==> config.mk <==
export PLATFORM = sky130hd
export DESIGN_NAME = rv_core_top
export DESIGN_NICKNAME = d
export VERILOG_FILES = /design/src/rv_core_pkg.sv /design/src/rv_ctrl_if.sv /design/src/rv_core_top.sv /design/src/rv_lsu.sv /design/src/rv_exec.sv /design/src/rv_imm_gen.sv /design/src/rv_reg_file.sv /design/src/rv_pc_unit.sv /design/src/rv_control.sv
export SDC_FILE = /design/constraint.sdc
export NUM_CORES = 2
export LEC_CHECK = 0
export BUFFER_PORTS_ARGS = -buffer_cell sky130_fd_sc_hd__buf_2
export CORE_ASPECT_RATIO = 1.1
export CORE_UTILIZATION = 40
export CTS_CLUSTER_DIAMETER = 40
export DETAILED_ROUTE_END_ITERATION = 7
export REMOVE_ABC_BUFFERS = 1
export SETUP_SLACK_MARGIN = 0.3
export SLEW_MARGIN = 0
export SYNTH_ARGS = -nofsm -noshare
export SYNTH_HDL_FRONTEND = slang
export SYNTH_SLANG_ARGS = --single-unit
==> constraint.sdc <==
create_clock -name clk -period 6.73 [get_ports clk]
set_input_delay 0.673 -clock clk [delete_from_list [all_inputs] [get_ports clk]]
set_output_delay 0.673 -clock clk [all_outputs]
set_load 0.005 [all_outputs]
==> src/rv_core_pkg.sv <==
package rv_core_pkg;

  localparam int xlen       = 32;
  localparam int reg_addr_w = 5;

  localparam logic [xlen-1:0] reset_pc = 32'h8000_0000;

  // major opcodes
  localparam logic [6:0] op_op_imm = 7'b001_0011;
  localparam logic [6:0] op_auipc  = 7'b001_0111;
  localparam logic [6:0] op_lui    = 7'b011_0111;
  localparam logic [6:0] op_jal    = 7'b110_1111;
  localparam logic [6:0] op_jalr   = 7'b110_0111;
  localparam logic [6:0] op_load   = 7'b000_0011;
  localparam logic [6:0] op_store  = 7'b010_0011;
  localparam logic [6:0] op_branch = 7'b110_0011; // decoded only to block the reg write
  localparam logic [6:0] op_system = 7'b111_0011;

  // load/store width codes
  localparam logic [2:0] f3_byte   = 3'b000;
  localparam logic [2:0] f3_half   = 3'b001;
  localparam logic [2:0] f3_word   = 3'b010;
  localparam logic [2:0] f3_byte_u = 3'b100;
  localparam logic [2:0] f3_half_u = 3'b101;

  typedef struct packed {
    logic [11:0]           imm;
    logic [reg_addr_w-1:0] rs1;
    logic [2:0]            funct3;
    logic [reg_addr_w-1:0] rd;
    logic [6:0]            opcode;
  } i_fmt_t;

  typedef struct packed {
    logic [6:0]            imm_hi;
    logic [reg_addr_w-1:0] rs2;
    logic [reg_addr_w-1:0] rs1;
    logic [2:0]            funct3;
    logic [4:0]            imm_lo; // sits where rd would be
    logic [6:0]            opcode;
  } s_fmt_t;

  typedef struct packed {
    logic [19:0]           imm;
    logic [reg_addr_w-1:0] rd;
    logic [6:0]            opcode;
  } u_fmt_t;

  typedef struct packed {
    logic                  imm_20;
    logic [9:0]            imm_10_1;
    logic                  imm_11;
    logic [7:0]            imm_19_12;
    logic [reg_addr_w-1:0] rd;
    logic [6:0]            opcode;
  } j_fmt_t;

  // one instruction word, four field layouts
  typedef union packed {
    i_fmt_t i_fmt;
    s_fmt_t s_fmt;
    u_fmt_t u_fmt;
    j_fmt_t j_fmt;
  } inst_u;

  typedef enum logic [1:0] {op_a_zero, op_a_rs1, op_a_pc} op_a_sel_e;
  typedef enum logic [1:0] {op_b_imm_i, op_b_imm_s, op_b_imm_u, op_b_imm_j} op_b_sel_e;
  typedef enum logic [1:0] {wb_sum, wb_pc_plus4, wb_load} wb_sel_e;

endpackage
==> src/rv_ctrl_if.sv <==
`timescale 1ns/10ps

interface rv_ctrl_if;

  logic                   reg_we;
  rv_core_pkg::op_a_sel_e op_a_sel;
  rv_core_pkg::op_b_sel_e op_b_sel;
  rv_core_pkg::wb_sel_e   wb_sel;
  logic                   pc_jump;   // next pc from the adder
  logic                   mem_read;
  logic                   mem_write;

  modport ctrl (
    output reg_we, op_a_sel, op_b_sel, wb_sel, pc_jump, mem_read, mem_write
  );

  modport dp (
    input reg_we, op_a_sel, op_b_sel, wb_sel, pc_jump, mem_read, mem_write
  );

endinterface

==> src/rv_core_top.sv <==
`timescale 1ns/10ps

module rv_core_top (
  input  logic                         clk,
  input  logic                         arst_n,
  input  logic [rv_core_pkg::xlen-1:0] inst,
  output logic [rv_core_pkg::xlen-1:0] pc,
  output logic [rv_core_pkg::xlen-1:0] mem_addr,
  output logic [rv_core_pkg::xlen-1:0] mem_wdata,
  output logic [3:0]                   mem_wmask,
  output logic                         mem_read,
  output logic                         mem_write,
  input  logic [rv_core_pkg::xlen-1:0] mem_rdata,
  output logic                         ebreak
);

  rv_core_pkg::inst_u           inst_view;
  logic [rv_core_pkg::xlen-1:0] pc_plus4;
  logic [rv_core_pkg::xlen-1:0] sum;
  logic [rv_core_pkg::xlen-1:0] rs1_data;
  logic [rv_core_pkg::xlen-1:0] rs2_data;
  logic [rv_core_pkg::xlen-1:0] wb_data;
  logic [rv_core_pkg::xlen-1:0] load_data;
  logic [rv_core_pkg::xlen-1:0] imm_i;
  logic [rv_core_pkg::xlen-1:0] imm_s;
  logic [rv_core_pkg::xlen-1:0] imm_u;
  logic [rv_core_pkg::xlen-1:0] imm_j;

  assign inst_view = rv_core_pkg::inst_u'(inst);

  rv_ctrl_if ctrl_bus ();

  rv_control i_rv_control (
    .inst   (inst_view),
    .ctrl   (ctrl_bus.ctrl),
    .ebreak (ebreak)
  );

  rv_pc_unit i_rv_pc_unit (
    .clk      (clk),
    .arst_n   (arst_n),
    .ctrl     (ctrl_bus.dp),
    .sum      (sum),
    .pc       (pc),
    .pc_plus4 (pc_plus4)
  );

  rv_reg_file i_rv_reg_file (
    .clk      (clk),
    .arst_n   (arst_n),
    .ctrl     (ctrl_bus.dp),
    .rs1_addr (inst_view.i_fmt.rs1),
    .rs2_addr (inst_view.s_fmt.rs2),
    .rd_addr  (inst_view.i_fmt.rd),
    .wdata    (wb_data),
    .rs1_data (rs1_data),
    .rs2_data (rs2_data)
  );

  rv_imm_gen i_rv_imm_gen (
    .inst  (inst_view),
    .imm_i (imm_i),
    .imm_s (imm_s),
    .imm_u (imm_u),
    .imm_j (imm_j)
  );

  rv_exec i_rv_exec (
    .ctrl      (ctrl_bus.dp),
    .pc        (pc),
    .pc_plus4  (pc_plus4),
    .rs1_data  (rs1_data),
    .imm_i     (imm_i),
    .imm_s     (imm_s),
    .imm_u     (imm_u),
    .imm_j     (imm_j),
    .load_data (load_data),
    .sum       (sum),
    .wb_data   (wb_data)
  );

  rv_lsu i_rv_lsu (
    .ctrl      (ctrl_bus.dp),
    .inst      (inst_view),
    .addr      (sum),
    .rs2_data  (rs2_data),
    .mem_rdata (mem_rdata),
    .mem_addr  (mem_addr),
    .mem_wdata (mem_wdata),
    .mem_wmask (mem_wmask),
    .mem_read  (mem_read),
    .mem_write (mem_write),
    .load_data (load_data)
  );

endmodule

==> src/rv_lsu.sv <==
`timescale 1ns/10ps

module rv_lsu (
  rv_ctrl_if.dp                        ctrl,
  input  rv_core_pkg::inst_u           inst,
  input  logic [rv_core_pkg::xlen-1:0] addr,
  input  logic [rv_core_pkg::xlen-1:0] rs2_data,
  input  logic [rv_core_pkg::xlen-1:0] mem_rdata,
  output logic [rv_core_pkg::xlen-1:0] mem_addr,
  output logic [rv_core_pkg::xlen-1:0] mem_wdata,
  output logic [3:0]                   mem_wmask,
  output logic                         mem_read,
  output logic                         mem_write,
  output logic [rv_core_pkg::xlen-1:0] load_data
);

  logic [2:0]                   funct3;
  logic [1:0]                   offset;
  logic [4:0]                   lane_shift; // byte offset in bits
  logic [rv_core_pkg::xlen-1:0] rdata_shifted;
  logic [7:0]                   ld_byte;
  logic [15:0]                  ld_half;
  logic [3:0]                   st_mask;

  assign funct3     = inst.i_fmt.funct3;
  assign offset     = addr[1:0];
  assign lane_shift = {offset, 3'b000};

  always_comb begin
    st_mask   = 4'b0000;
    mem_wdata = '0;
    case (funct3)
      rv_core_pkg::f3_byte: begin
        st_mask   = 4'b0001 << offset;
        mem_wdata = {24'h0, rs2_data[7:0]} << lane_shift;
      end
      rv_core_pkg::f3_half: begin
        if (!offset[0]) begin // 0011 or 1100
          st_mask   = offset[1] ? 4'b1100 : 4'b0011;
          mem_wdata = {16'h0, rs2_data[15:0]} << lane_shift;
        end
      end
      rv_core_pkg::f3_word: begin
        if (offset == 2'b00) begin
          st_mask   = 4'b1111;
          mem_wdata = rs2_data;
        end
      end
      default: ;
    endcase
  end

  assign mem_wmask = ctrl.mem_write ? st_mask : 4'b0000;

  // addressed byte/half moved down to bit 0
  assign rdata_shifted = mem_rdata >> lane_shift;
  assign ld_byte       = rdata_shifted[7:0];
  assign ld_half       = rdata_shifted[15:0];

  always_comb begin
    load_data = '0; // misaligned half/word reads as zero
    case (funct3)
      rv_core_pkg::f3_byte:   load_data = {{24{ld_byte[7]}}, ld_byte};
      rv_core_pkg::f3_byte_u: load_data = {24'h0, ld_byte};
      rv_core_pkg::f3_half: begin
        if (!offset[0]) load_data = {{16{ld_half[15]}}, ld_half};
      end
      rv_core_pkg::f3_half_u: begin
        if (!offset[0]) load_data = {16'h0, ld_half};
      end
      rv_core_pkg::f3_word: begin
        if (offset == 2'b00) load_data = mem_rdata;
      end
      default: ;
    endcase
  end

  assign mem_addr  = addr; // full byte address
  assign mem_read  = ctrl.mem_read;
  assign mem_write = ctrl.mem_write;

endmodule

==> src/rv_exec.sv <==
`timescale 1ns/10ps

module rv_exec (
  rv_ctrl_if.dp                        ctrl,
  input  logic [rv_core_pkg::xlen-1:0] pc,
  input  logic [rv_core_pkg::xlen-1:0] pc_plus4,
  input  logic [rv_core_pkg::xlen-1:0] rs1_data,
  input  logic [rv_core_pkg::xlen-1:0] imm_i,
  input  logic [rv_core_pkg::xlen-1:0] imm_s,
  input  logic [rv_core_pkg::xlen-1:0] imm_u,
  input  logic [rv_core_pkg::xlen-1:0] imm_j,
  input  logic [rv_core_pkg::xlen-1:0] load_data,
  output logic [rv_core_pkg::xlen-1:0] sum,
  output logic [rv_core_pkg::xlen-1:0] wb_data
);

  logic [rv_core_pkg::xlen-1:0] op_a;
  logic [rv_core_pkg::xlen-1:0] op_b;

  always_comb begin
    case (ctrl.op_a_sel)
      rv_core_pkg::op_a_rs1: op_a = rs1_data;
      rv_core_pkg::op_a_pc:  op_a = pc;
      default:               op_a = '0; // lui
    endcase

    case (ctrl.op_b_sel)
      rv_core_pkg::op_b_imm_s: op_b = imm_s;
      rv_core_pkg::op_b_imm_u: op_b = imm_u;
      rv_core_pkg::op_b_imm_j: op_b = imm_j;
      default:                 op_b = imm_i;
    endcase
  end

  // single adder shared by alu result, address and jump target
  assign sum = op_a + op_b;

  always_comb begin
    case (ctrl.wb_sel)
      rv_core_pkg::wb_pc_plus4: wb_data = pc_plus4;
      rv_core_pkg::wb_load:     wb_data = load_data;
      default:                  wb_data = sum;
    endcase
  end

endmodule

==> src/rv_imm_gen.sv <==
`timescale 1ns/10ps

module rv_imm_gen (
  input  rv_core_pkg::inst_u           inst,
  output logic [rv_core_pkg::xlen-1:0] imm_i,
  output logic [rv_core_pkg::xlen-1:0] imm_s,
  output logic [rv_core_pkg::xlen-1:0] imm_u,
  output logic [rv_core_pkg::xlen-1:0] imm_j
);

  // addi, jalr, loads
  assign imm_i = {{20{inst.i_fmt.imm[11]}}, inst.i_fmt.imm};

  // stores, split field
  assign imm_s = {{20{inst.s_fmt.imm_hi[6]}}, inst.s_fmt.imm_hi, inst.s_fmt.imm_lo};

  // upper 20 bits, low 12 zero
  assign imm_u = {inst.u_fmt.imm, 12'h000};

  // jal offset, bit 0 always zero
  assign imm_j = {
    {11{inst.j_fmt.imm_20}},
    inst.j_fmt.imm_20,
    inst.j_fmt.imm_19_12,
    inst.j_fmt.imm_11,
    inst.j_fmt.imm_10_1,
    1'b0
  };

endmodule

==> src/rv_reg_file.sv <==
`timescale 1ns/10ps

module rv_reg_file (
  input  logic                               clk,
  input  logic                               arst_n,
  rv_ctrl_if.dp                              ctrl,
  input  logic [rv_core_pkg::reg_addr_w-1:0] rs1_addr,
  input  logic [rv_core_pkg::reg_addr_w-1:0] rs2_addr,
  input  logic [rv_core_pkg::reg_addr_w-1:0] rd_addr,
  input  logic [rv_core_pkg::xlen-1:0]       wdata,
  output logic [rv_core_pkg::xlen-1:0]       rs1_data,
  output logic [rv_core_pkg::xlen-1:0]       rs2_data
);

  logic [rv_core_pkg::xlen-1:0] regs [2**rv_core_pkg::reg_addr_w];

  always_ff @(posedge clk or negedge arst_n) begin
    if (!arst_n) begin
      for (int i = 0; i < 2**rv_core_pkg::reg_addr_w; i++) begin
        regs[i] <= '0;
      end
    end else if (ctrl.reg_we && (rd_addr != '0)) begin
      regs[rd_addr] <= wdata; // x0 never written, so it reads zero
    end
  end

  // combinational reads, old value during the writing cycle
  assign rs1_data = regs[rs1_addr];
  assign rs2_data = regs[rs2_addr];

endmodule

==> src/rv_pc_unit.sv <==
`timescale 1ns/10ps

module rv_pc_unit (
  input  logic                         clk,
  input  logic                         arst_n,
  rv_ctrl_if.dp                        ctrl,
  input  logic [rv_core_pkg::xlen-1:0] sum,
  output logic [rv_core_pkg::xlen-1:0] pc,
  output logic [rv_core_pkg::xlen-1:0] pc_plus4
);

  logic [rv_core_pkg::xlen-1:0] next_pc;

  assign pc_plus4 = pc + 32'd4;

  // jalr target goes in without clearing bit 0
  assign next_pc = ctrl.pc_jump ? sum : pc_plus4;

  always_ff @(posedge clk or negedge arst_n) begin
    if (!arst_n) begin
      pc <= rv_core_pkg::reset_pc;
    end else begin
      pc <= next_pc;
    end
  end

endmodule

==> src/rv_control.sv <==
`timescale 1ns/10ps

module rv_control (
  input  rv_core_pkg::inst_u inst,
  rv_ctrl_if.ctrl            ctrl,
  output logic               ebreak
);

  logic [6:0] opcode;

  assign opcode = inst.i_fmt.opcode;

  always_comb begin
    // unknown opcodes add zero to imm_i and fall through to pc+4
    ctrl.reg_we    = 1'b1;
    ctrl.op_a_sel  = rv_core_pkg::op_a_zero;
    ctrl.op_b_sel  = rv_core_pkg::op_b_imm_i;
    ctrl.wb_sel    = rv_core_pkg::wb_sum;
    ctrl.pc_jump   = 1'b0;
    ctrl.mem_read  = 1'b0;
    ctrl.mem_write = 1'b0;

    case (opcode)
      rv_core_pkg::op_op_imm: begin
        ctrl.op_a_sel = rv_core_pkg::op_a_rs1; // every funct3 runs as addi
      end
      rv_core_pkg::op_lui: begin
        ctrl.op_b_sel = rv_core_pkg::op_b_imm_u;
      end
      rv_core_pkg::op_auipc: begin
        ctrl.op_a_sel = rv_core_pkg::op_a_pc;
        ctrl.op_b_sel = rv_core_pkg::op_b_imm_u;
      end
      rv_core_pkg::op_jal: begin
        ctrl.op_a_sel = rv_core_pkg::op_a_pc;
        ctrl.op_b_sel = rv_core_pkg::op_b_imm_j;
        ctrl.wb_sel   = rv_core_pkg::wb_pc_plus4; // link
        ctrl.pc_jump  = 1'b1;
      end
      rv_core_pkg::op_jalr: begin
        ctrl.op_a_sel = rv_core_pkg::op_a_rs1;
        ctrl.wb_sel   = rv_core_pkg::wb_pc_plus4;
        ctrl.pc_jump  = 1'b1;
      end
      rv_core_pkg::op_load: begin
        ctrl.op_a_sel = rv_core_pkg::op_a_rs1;
        ctrl.wb_sel   = rv_core_pkg::wb_load;
        ctrl.mem_read = 1'b1;
      end
      rv_core_pkg::op_store: begin
        ctrl.reg_we    = 1'b0;
        ctrl.op_a_sel  = rv_core_pkg::op_a_rs1;
        ctrl.op_b_sel  = rv_core_pkg::op_b_imm_s;
        ctrl.mem_read  = 1'b1; // read strobe stays up on stores too
        ctrl.mem_write = 1'b1;
      end
      rv_core_pkg::op_branch: ctrl.reg_we = 1'b0;
      rv_core_pkg::op_system: ctrl.reg_we = 1'b0;
      default: ;
    endcase
  end

  assign ebreak = (opcode == rv_core_pkg::op_system);

endmodule

### Yosys cells after proc, flatten, opt, wreduce, memory -nomap -nowiden

Cells that the tools add are included.

* input bits: 66
* bits in registers: 1056

* order comparisons: 4
* bitwise logic cells: 3
* reduce and logical (&&, ||, !) cells: 11
* muxes and demuxes: 32
* $add $sub $neg: 2
* shift operators: 4
* equality and inequality tests: 20

Operator list (count)
* bitwise mux 1024 bit: 1
* binary-select mux 32 bit (select 5 bit): 2
* two-way mux 32 bit: 10
* demux 32 bit (select 5 bit): 1
* case mux 32 bit (5 select lines): 1
* case mux 32 bit (2 select lines): 2
* case mux 32 bit (3 select lines): 1
* case mux 31 bit (3 select lines): 1
* adder 32 x 3 -> 32 bit, second input constant: 1
* adder 32 bit: 1
* left shift 16 x 5 -> 32 bit: 1
* left shift 8 x 5 -> 32 bit: 1
* >> shifter 32 x 5 -> 16 bit: 1
* == test 7 bit, second input constant: 4
* >= comparator 6 bit, second input constant: 3
* inverter 5 -> 6 bit: 3
* two-way mux 16 bit: 1
* two-way mux 4 bit: 4
* == test 7 x 5 -> 1 bit, second input constant: 2
* == test 7 x 6 -> 1 bit, second input constant: 2
* case mux 4 bit (3 select lines): 1
* == test 2 bit, second input constant: 4
* case mux 2 bit (2 select lines): 2
* OR reduction 2 bit: 4
* 15 further kinds: 22

### Logic depth before layout (Yosys ltp)

* depth after elaboration: 11
* depth in mapped cells: 26

### Modules after synthesis

Synthesis repeated with hierarchy kept, for this count alone.

* cell total of the unflattened synthesis: 5667
* area total of the unflattened synthesis: 64194.1 um^2

Modules (own cells, without submodules)
* rv_reg_file: area an instance 55942.4 um^2, cells each 4601, times used 1, seq. area each 25624.6 um^2
* rv_exec: area an instance 3666.0 um^2, cells each 499, times used 1, seq. area each 0.0 um^2
* rv_pc_unit: area an instance 1960.6 um^2, cells each 199, times used 1, seq. area each 802.0 um^2
* rv_lsu: area an instance 1487.7 um^2, cells each 213, times used 1, seq. area each 0.0 um^2
* rv_imm_gen: area an instance 964.7 um^2, cells each 129, times used 1, seq. area each 0.0 um^2
* rv_control: area an instance 172.7 um^2, cells each 26, times used 1, seq. area each 0.0 um^2

### Least setup slack after synthesis

Ideal clock, no wire load.

* kind: input to output
* start point: input inst[5] (netlist name)
* end point: output mem_addr[28] (netlist name)
* required time: 6.057 ns
* arrival time: 5.142 ns
* stages: 23
* slack: 0.915 ns
* buffers on the path: 4
* cell sequence: clkbuf_1 nand2_1 nor3_1 inv_1 clkbuf_1 o21a_1 inv_1 ha_1 clkbuf_1 a22oi_1 nor2_1 ha_1 inv_1 fa_1 nand2b_1 a21o_1 a21oi_1 o211ai_1 a21oi_1 o21ai_0 xor2_1 clkbuf_1 inv_1

* cells in the longest elaborated chain, start to end: 6
* elaborated cells on any way between the ends: 20

Ends and longest elaborated chain
* start, declared: RTL line rv_core_top.sv:6 `input logic [rv_core_pkg::xlen-1:0] inst,`
* == test 7 x 5 -> 1 bit, or another cell as far along: RTL line rv_control.sv:23 `case (opcode)`
* OR reduction 4 bit (no line) or OR reduction 2 bit (tied branches)
* case mux 2 bit (2 select lines) or case mux 2 bit (3 select lines) (tied branches): RTL line rv_control.sv:23
* == test 2 bit, or another cell as far along: RTL line rv_exec.sv:21 `case (ctrl.op_a_sel)`
* case mux 32 bit (2 select lines) or case mux 31 bit (3 select lines) (tied branches): RTL line rv_exec.sv:21, rv_exec.sv:27
* adder 32 bit *: RTL line rv_exec.sv:36 `assign sum = op_a + op_b;`
* end, declared: RTL line rv_core_top.sv:8 `output logic [rv_core_pkg::xlen-1:0] mem_addr,`

Mark *: on every way between the ends. The rest lies on a longest branch, timed or not.

### Worst setup path in the final report

* start point: input inst[3] (netlist name)
* end point: output mem_wdata[28] (netlist name)

* cells in the longest elaborated chain, start to end: 9
* elaborated cells on any way between the ends: 26

Ends and longest elaborated chain
* == test 7 x 5 -> 1 bit, or another cell as far along: RTL line rv_control.sv:23
* OR reduction 4 bit (no line) or OR reduction 2 bit (tied branches)
* case mux 2 bit (2 select lines) or case mux 2 bit (3 select lines) (tied branches): RTL line rv_control.sv:23
* == test 2 bit, or another cell as far along: RTL line rv_exec.sv:21
* case mux 32 bit (2 select lines) or case mux 31 bit (3 select lines) (tied branches): RTL line rv_exec.sv:21, rv_exec.sv:27
* adder 32 bit *: RTL line rv_exec.sv:36
* left shift 16 x 5 -> 32 bit or logical NOT 2 bit (tied branches): RTL line rv_lsu.sv:40, rv_lsu.sv:44
* two-way mux 32 bit (on tied branches): RTL line rv_lsu.sv:38, rv_lsu.sv:44
* case mux 32 bit (3 select lines) *: RTL line rv_lsu.sv:32 `case (funct3)`
* end, declared: RTL line rv_core_top.sv:9 `output logic [rv_core_pkg::xlen-1:0] mem_wdata,`

Marked as above.

==> metrics.cfg <==
[sta]
post-route-period-util=0.962
worst_slack_ns=0.255
skew_ns=0.0399
setup_viol=0
fmax_ghz=0.154
rsz0062_at_grt=no
slew-limit-headroom=0.0745
min_period_ns=6.47
hold_viol=0
finalMaxSlewViolations=0
worst_slew_pin_slew_ns=1.35

[synth]
synth-edff-count=0
synth_area_leaders=dfrtp_1 (44%), mux4_2 (24%), nand2_1 (7.2%), o21ai_0 (6.7%), clkbuf_1 (2.5%)
yosys.area.top_type=dfrtp_1
ys_seq_elements=1056
syn_inst=5359
async_flop_share=1.00
mappedNetlistArea_sq_um=59700
yosys.area.top_type_share=0.442
synthFlopType=dfrtp_1
ys_warn_count=0
synth.distinct_cells=75
syn_avg_cell_area_sq_um=11.1
yosysSeqAreaShare=0.442

[layout]
area_growth_pct=15.2
final_area_sq_um=68800
final_nets=5420
drive_gt1_frac=0.275
final_util=0.465
fin_cells=7414

[worst_setup_path]
path_cells=buf_2 > buf_4 > or3_1 > o21ai_0 > ha_2 > nor2_1 > ha_1 > inv_1 > fa_1 > nor2b_1 > nand3_2 > buf_4 > o21ai_0 > buf_2
path_class=in2out
crit_family=simple AND/OR/NAND/NOR gates
cp-end-kind=primary output
cp.buffers_inverters=5
cp_slowest_cell=fa_1
critPathMaxFanout=15
cp-start-kind=primary input
critPathMaxStageDelay_ns=0.77
required_ns=6.06
critPathArrivalTime_ns=5.80

[cts]
clk_pin_slew_ns=0.05
clk_path_buf_depth=3
cts-root-buf=clkbuf_16
clock_latency_ns=0.82
htree_levels=4
post_cts_buffers=0
cts_tree=built
numCtsBuffers=157
clock-sinks=1056

[routing]
via_count=47960
wl_per_cell_um=31.5
dr.pass1.iters=8
postRouteWirelength_um=234000
remaining_drc_errors=0
viasPerCell=6.47
drtAntennaViolNets=0
drtIter0Drc=6585

[min_path]
hold_path.class=reg2reg

[run]
max_cap_viol_count=0

[die]
rows=148
die_h_um=407
die-area_sq_um=151000
io_pins=169
start_util=0.403
core_region_area_sq_um=148000
die_w_um=370

[placed_design]
gp_congestion=0.983
portBuffers=168
hpwl_um=147000
place_ws_ns=0.216
place_inst=7107
place_area_sq_um=63100

[global_route]
grt_pass1_vias=46409
overflow=0
grt_pass1_wl_um=336000
grtUsageTotal=0.310
grt_max_degree=185
antenna_found_initial=17

[power_and_ir_drop]
ir_drop_v=0.000237
powerDensity_nw_per_um2=324
p_leak_nw=28.9
report.power.total_mw=22.3

[run_status]
status=completed

[synth_stat cells (all sizes together) (24+ instances only)]
library cell,n
nand2,1143
dfrtp,1055
o21ai,825
mux4,638
clkbuf,414
nor2,182
buf,141
o31ai,129
mux2,111
a22oi,93
a21oi,90
mux2i,61
nand3,46
a21o,40
o22ai,40
ha,36
o311ai,31
xnor2,28
nor3,27
and2,25
inv,24
[area by class of cell]
class	count	area, sq um
Antenna cell	12	30.0
Inverter	26	97.6
Clock buffer	186	4200
Timing Repair Buffer	354	2660
Sequential cell	1056	26400
Clock inverter	108	1430
Multi-Input combinational cell	3722	31600
Tap cell	1950	2440
Fill cell	13450	79300
[cell usage in the layout (no fill, tap or decap), types with 17 or more instances in the layout]
master and n:
a21o_1 40, a21oi_1 78, a22oi_1 93, and2_1 22, buf_12 27, buf_2 158, buf_4 159, bufinv_16 23
clkbuf_16 158, clkinvlp_4 19, dfrtp_1 1055, ha_1 33, inv_1 23, inv_6 29, mux2_2 111, mux2i_1 55
mux4_2 638, nand2_1 1122, nand2_4 21, nand3_1 36, nand4_1 17, nor2_1 162, nor2_2 20, o21ai_0 792
o21ai_1 25, o22ai_1 40, o311ai_1 28, o31ai_1 128, xnor2_1 26, xor2_1 19
[cells by family after synthesis]
group / share of synthesized area
compound gates: 0.129
xor+xnor: 0.00731
buf+inv: 0.0401
fa+ha+maj: 0.00787
simple gates: 0.101
flops: 0.442
mux: 0.272
[power by group]
group          internal [mW]  switching (mW)  total [mW]
clock                   5.44            3.38        8.82
sequential              7.70            1.18        8.88
combinational           2.35            2.23        4.58
[registers in the layout, summed over array words and instances (netlist names)]
name,count
i_rv_reg_file.regs,1024
i_rv_pc_unit.pc,32
[stage by stage]
stage | hold WS [ns] | setup TNS (ns)
after floorplan | 0.365 | -663.22
after global placement | 0.377 | 0
after detailed placement | 0.384 | 0
after CTS | 0.370 | 0
after global routing | 0.410 | 0
final | 0.392 | 0
[worst paths after layout]
kind	startpoint	endpoint	slack (ns)	cells after the start
setup / recovery	inst[3]	mem_wdata[28]	0.26	14
hold / removal	i_rv_reg_file.regs[1011]	i_rv_reg_file.regs[1011]	0.39	0
setup reg to reg	i_rv_reg_file.regs[256]	i_rv_reg_file.regs[350]	1.19	17
hold reg to reg	i_rv_reg_file.regs[1011]	i_rv_reg_file.regs[1011]	0.39	0
max in group asynchronous	arst_n	i_rv_reg_file.regs[508]	4.59	4
min in group asynchronous	arst_n	i_rv_reg_file.regs[434]	0.48	2
[per-layer routing]
metal	up-vias	share of wire	track usage
li1	19772	-	-
met1	24524	0.39	0.432
met2	2991	0.42	0.426
met3	653	0.13	0.104
met4	20	0.057	0.163
met5	-	0.00083	0.00385
[what timing repair did]
item	in CTS	in global routing
resized for setup	2	10
setup endpoints to repair	1	11
hold endpoints to repair	73	0
hold buffers	1	0
(Power assumes the default switching activity.)
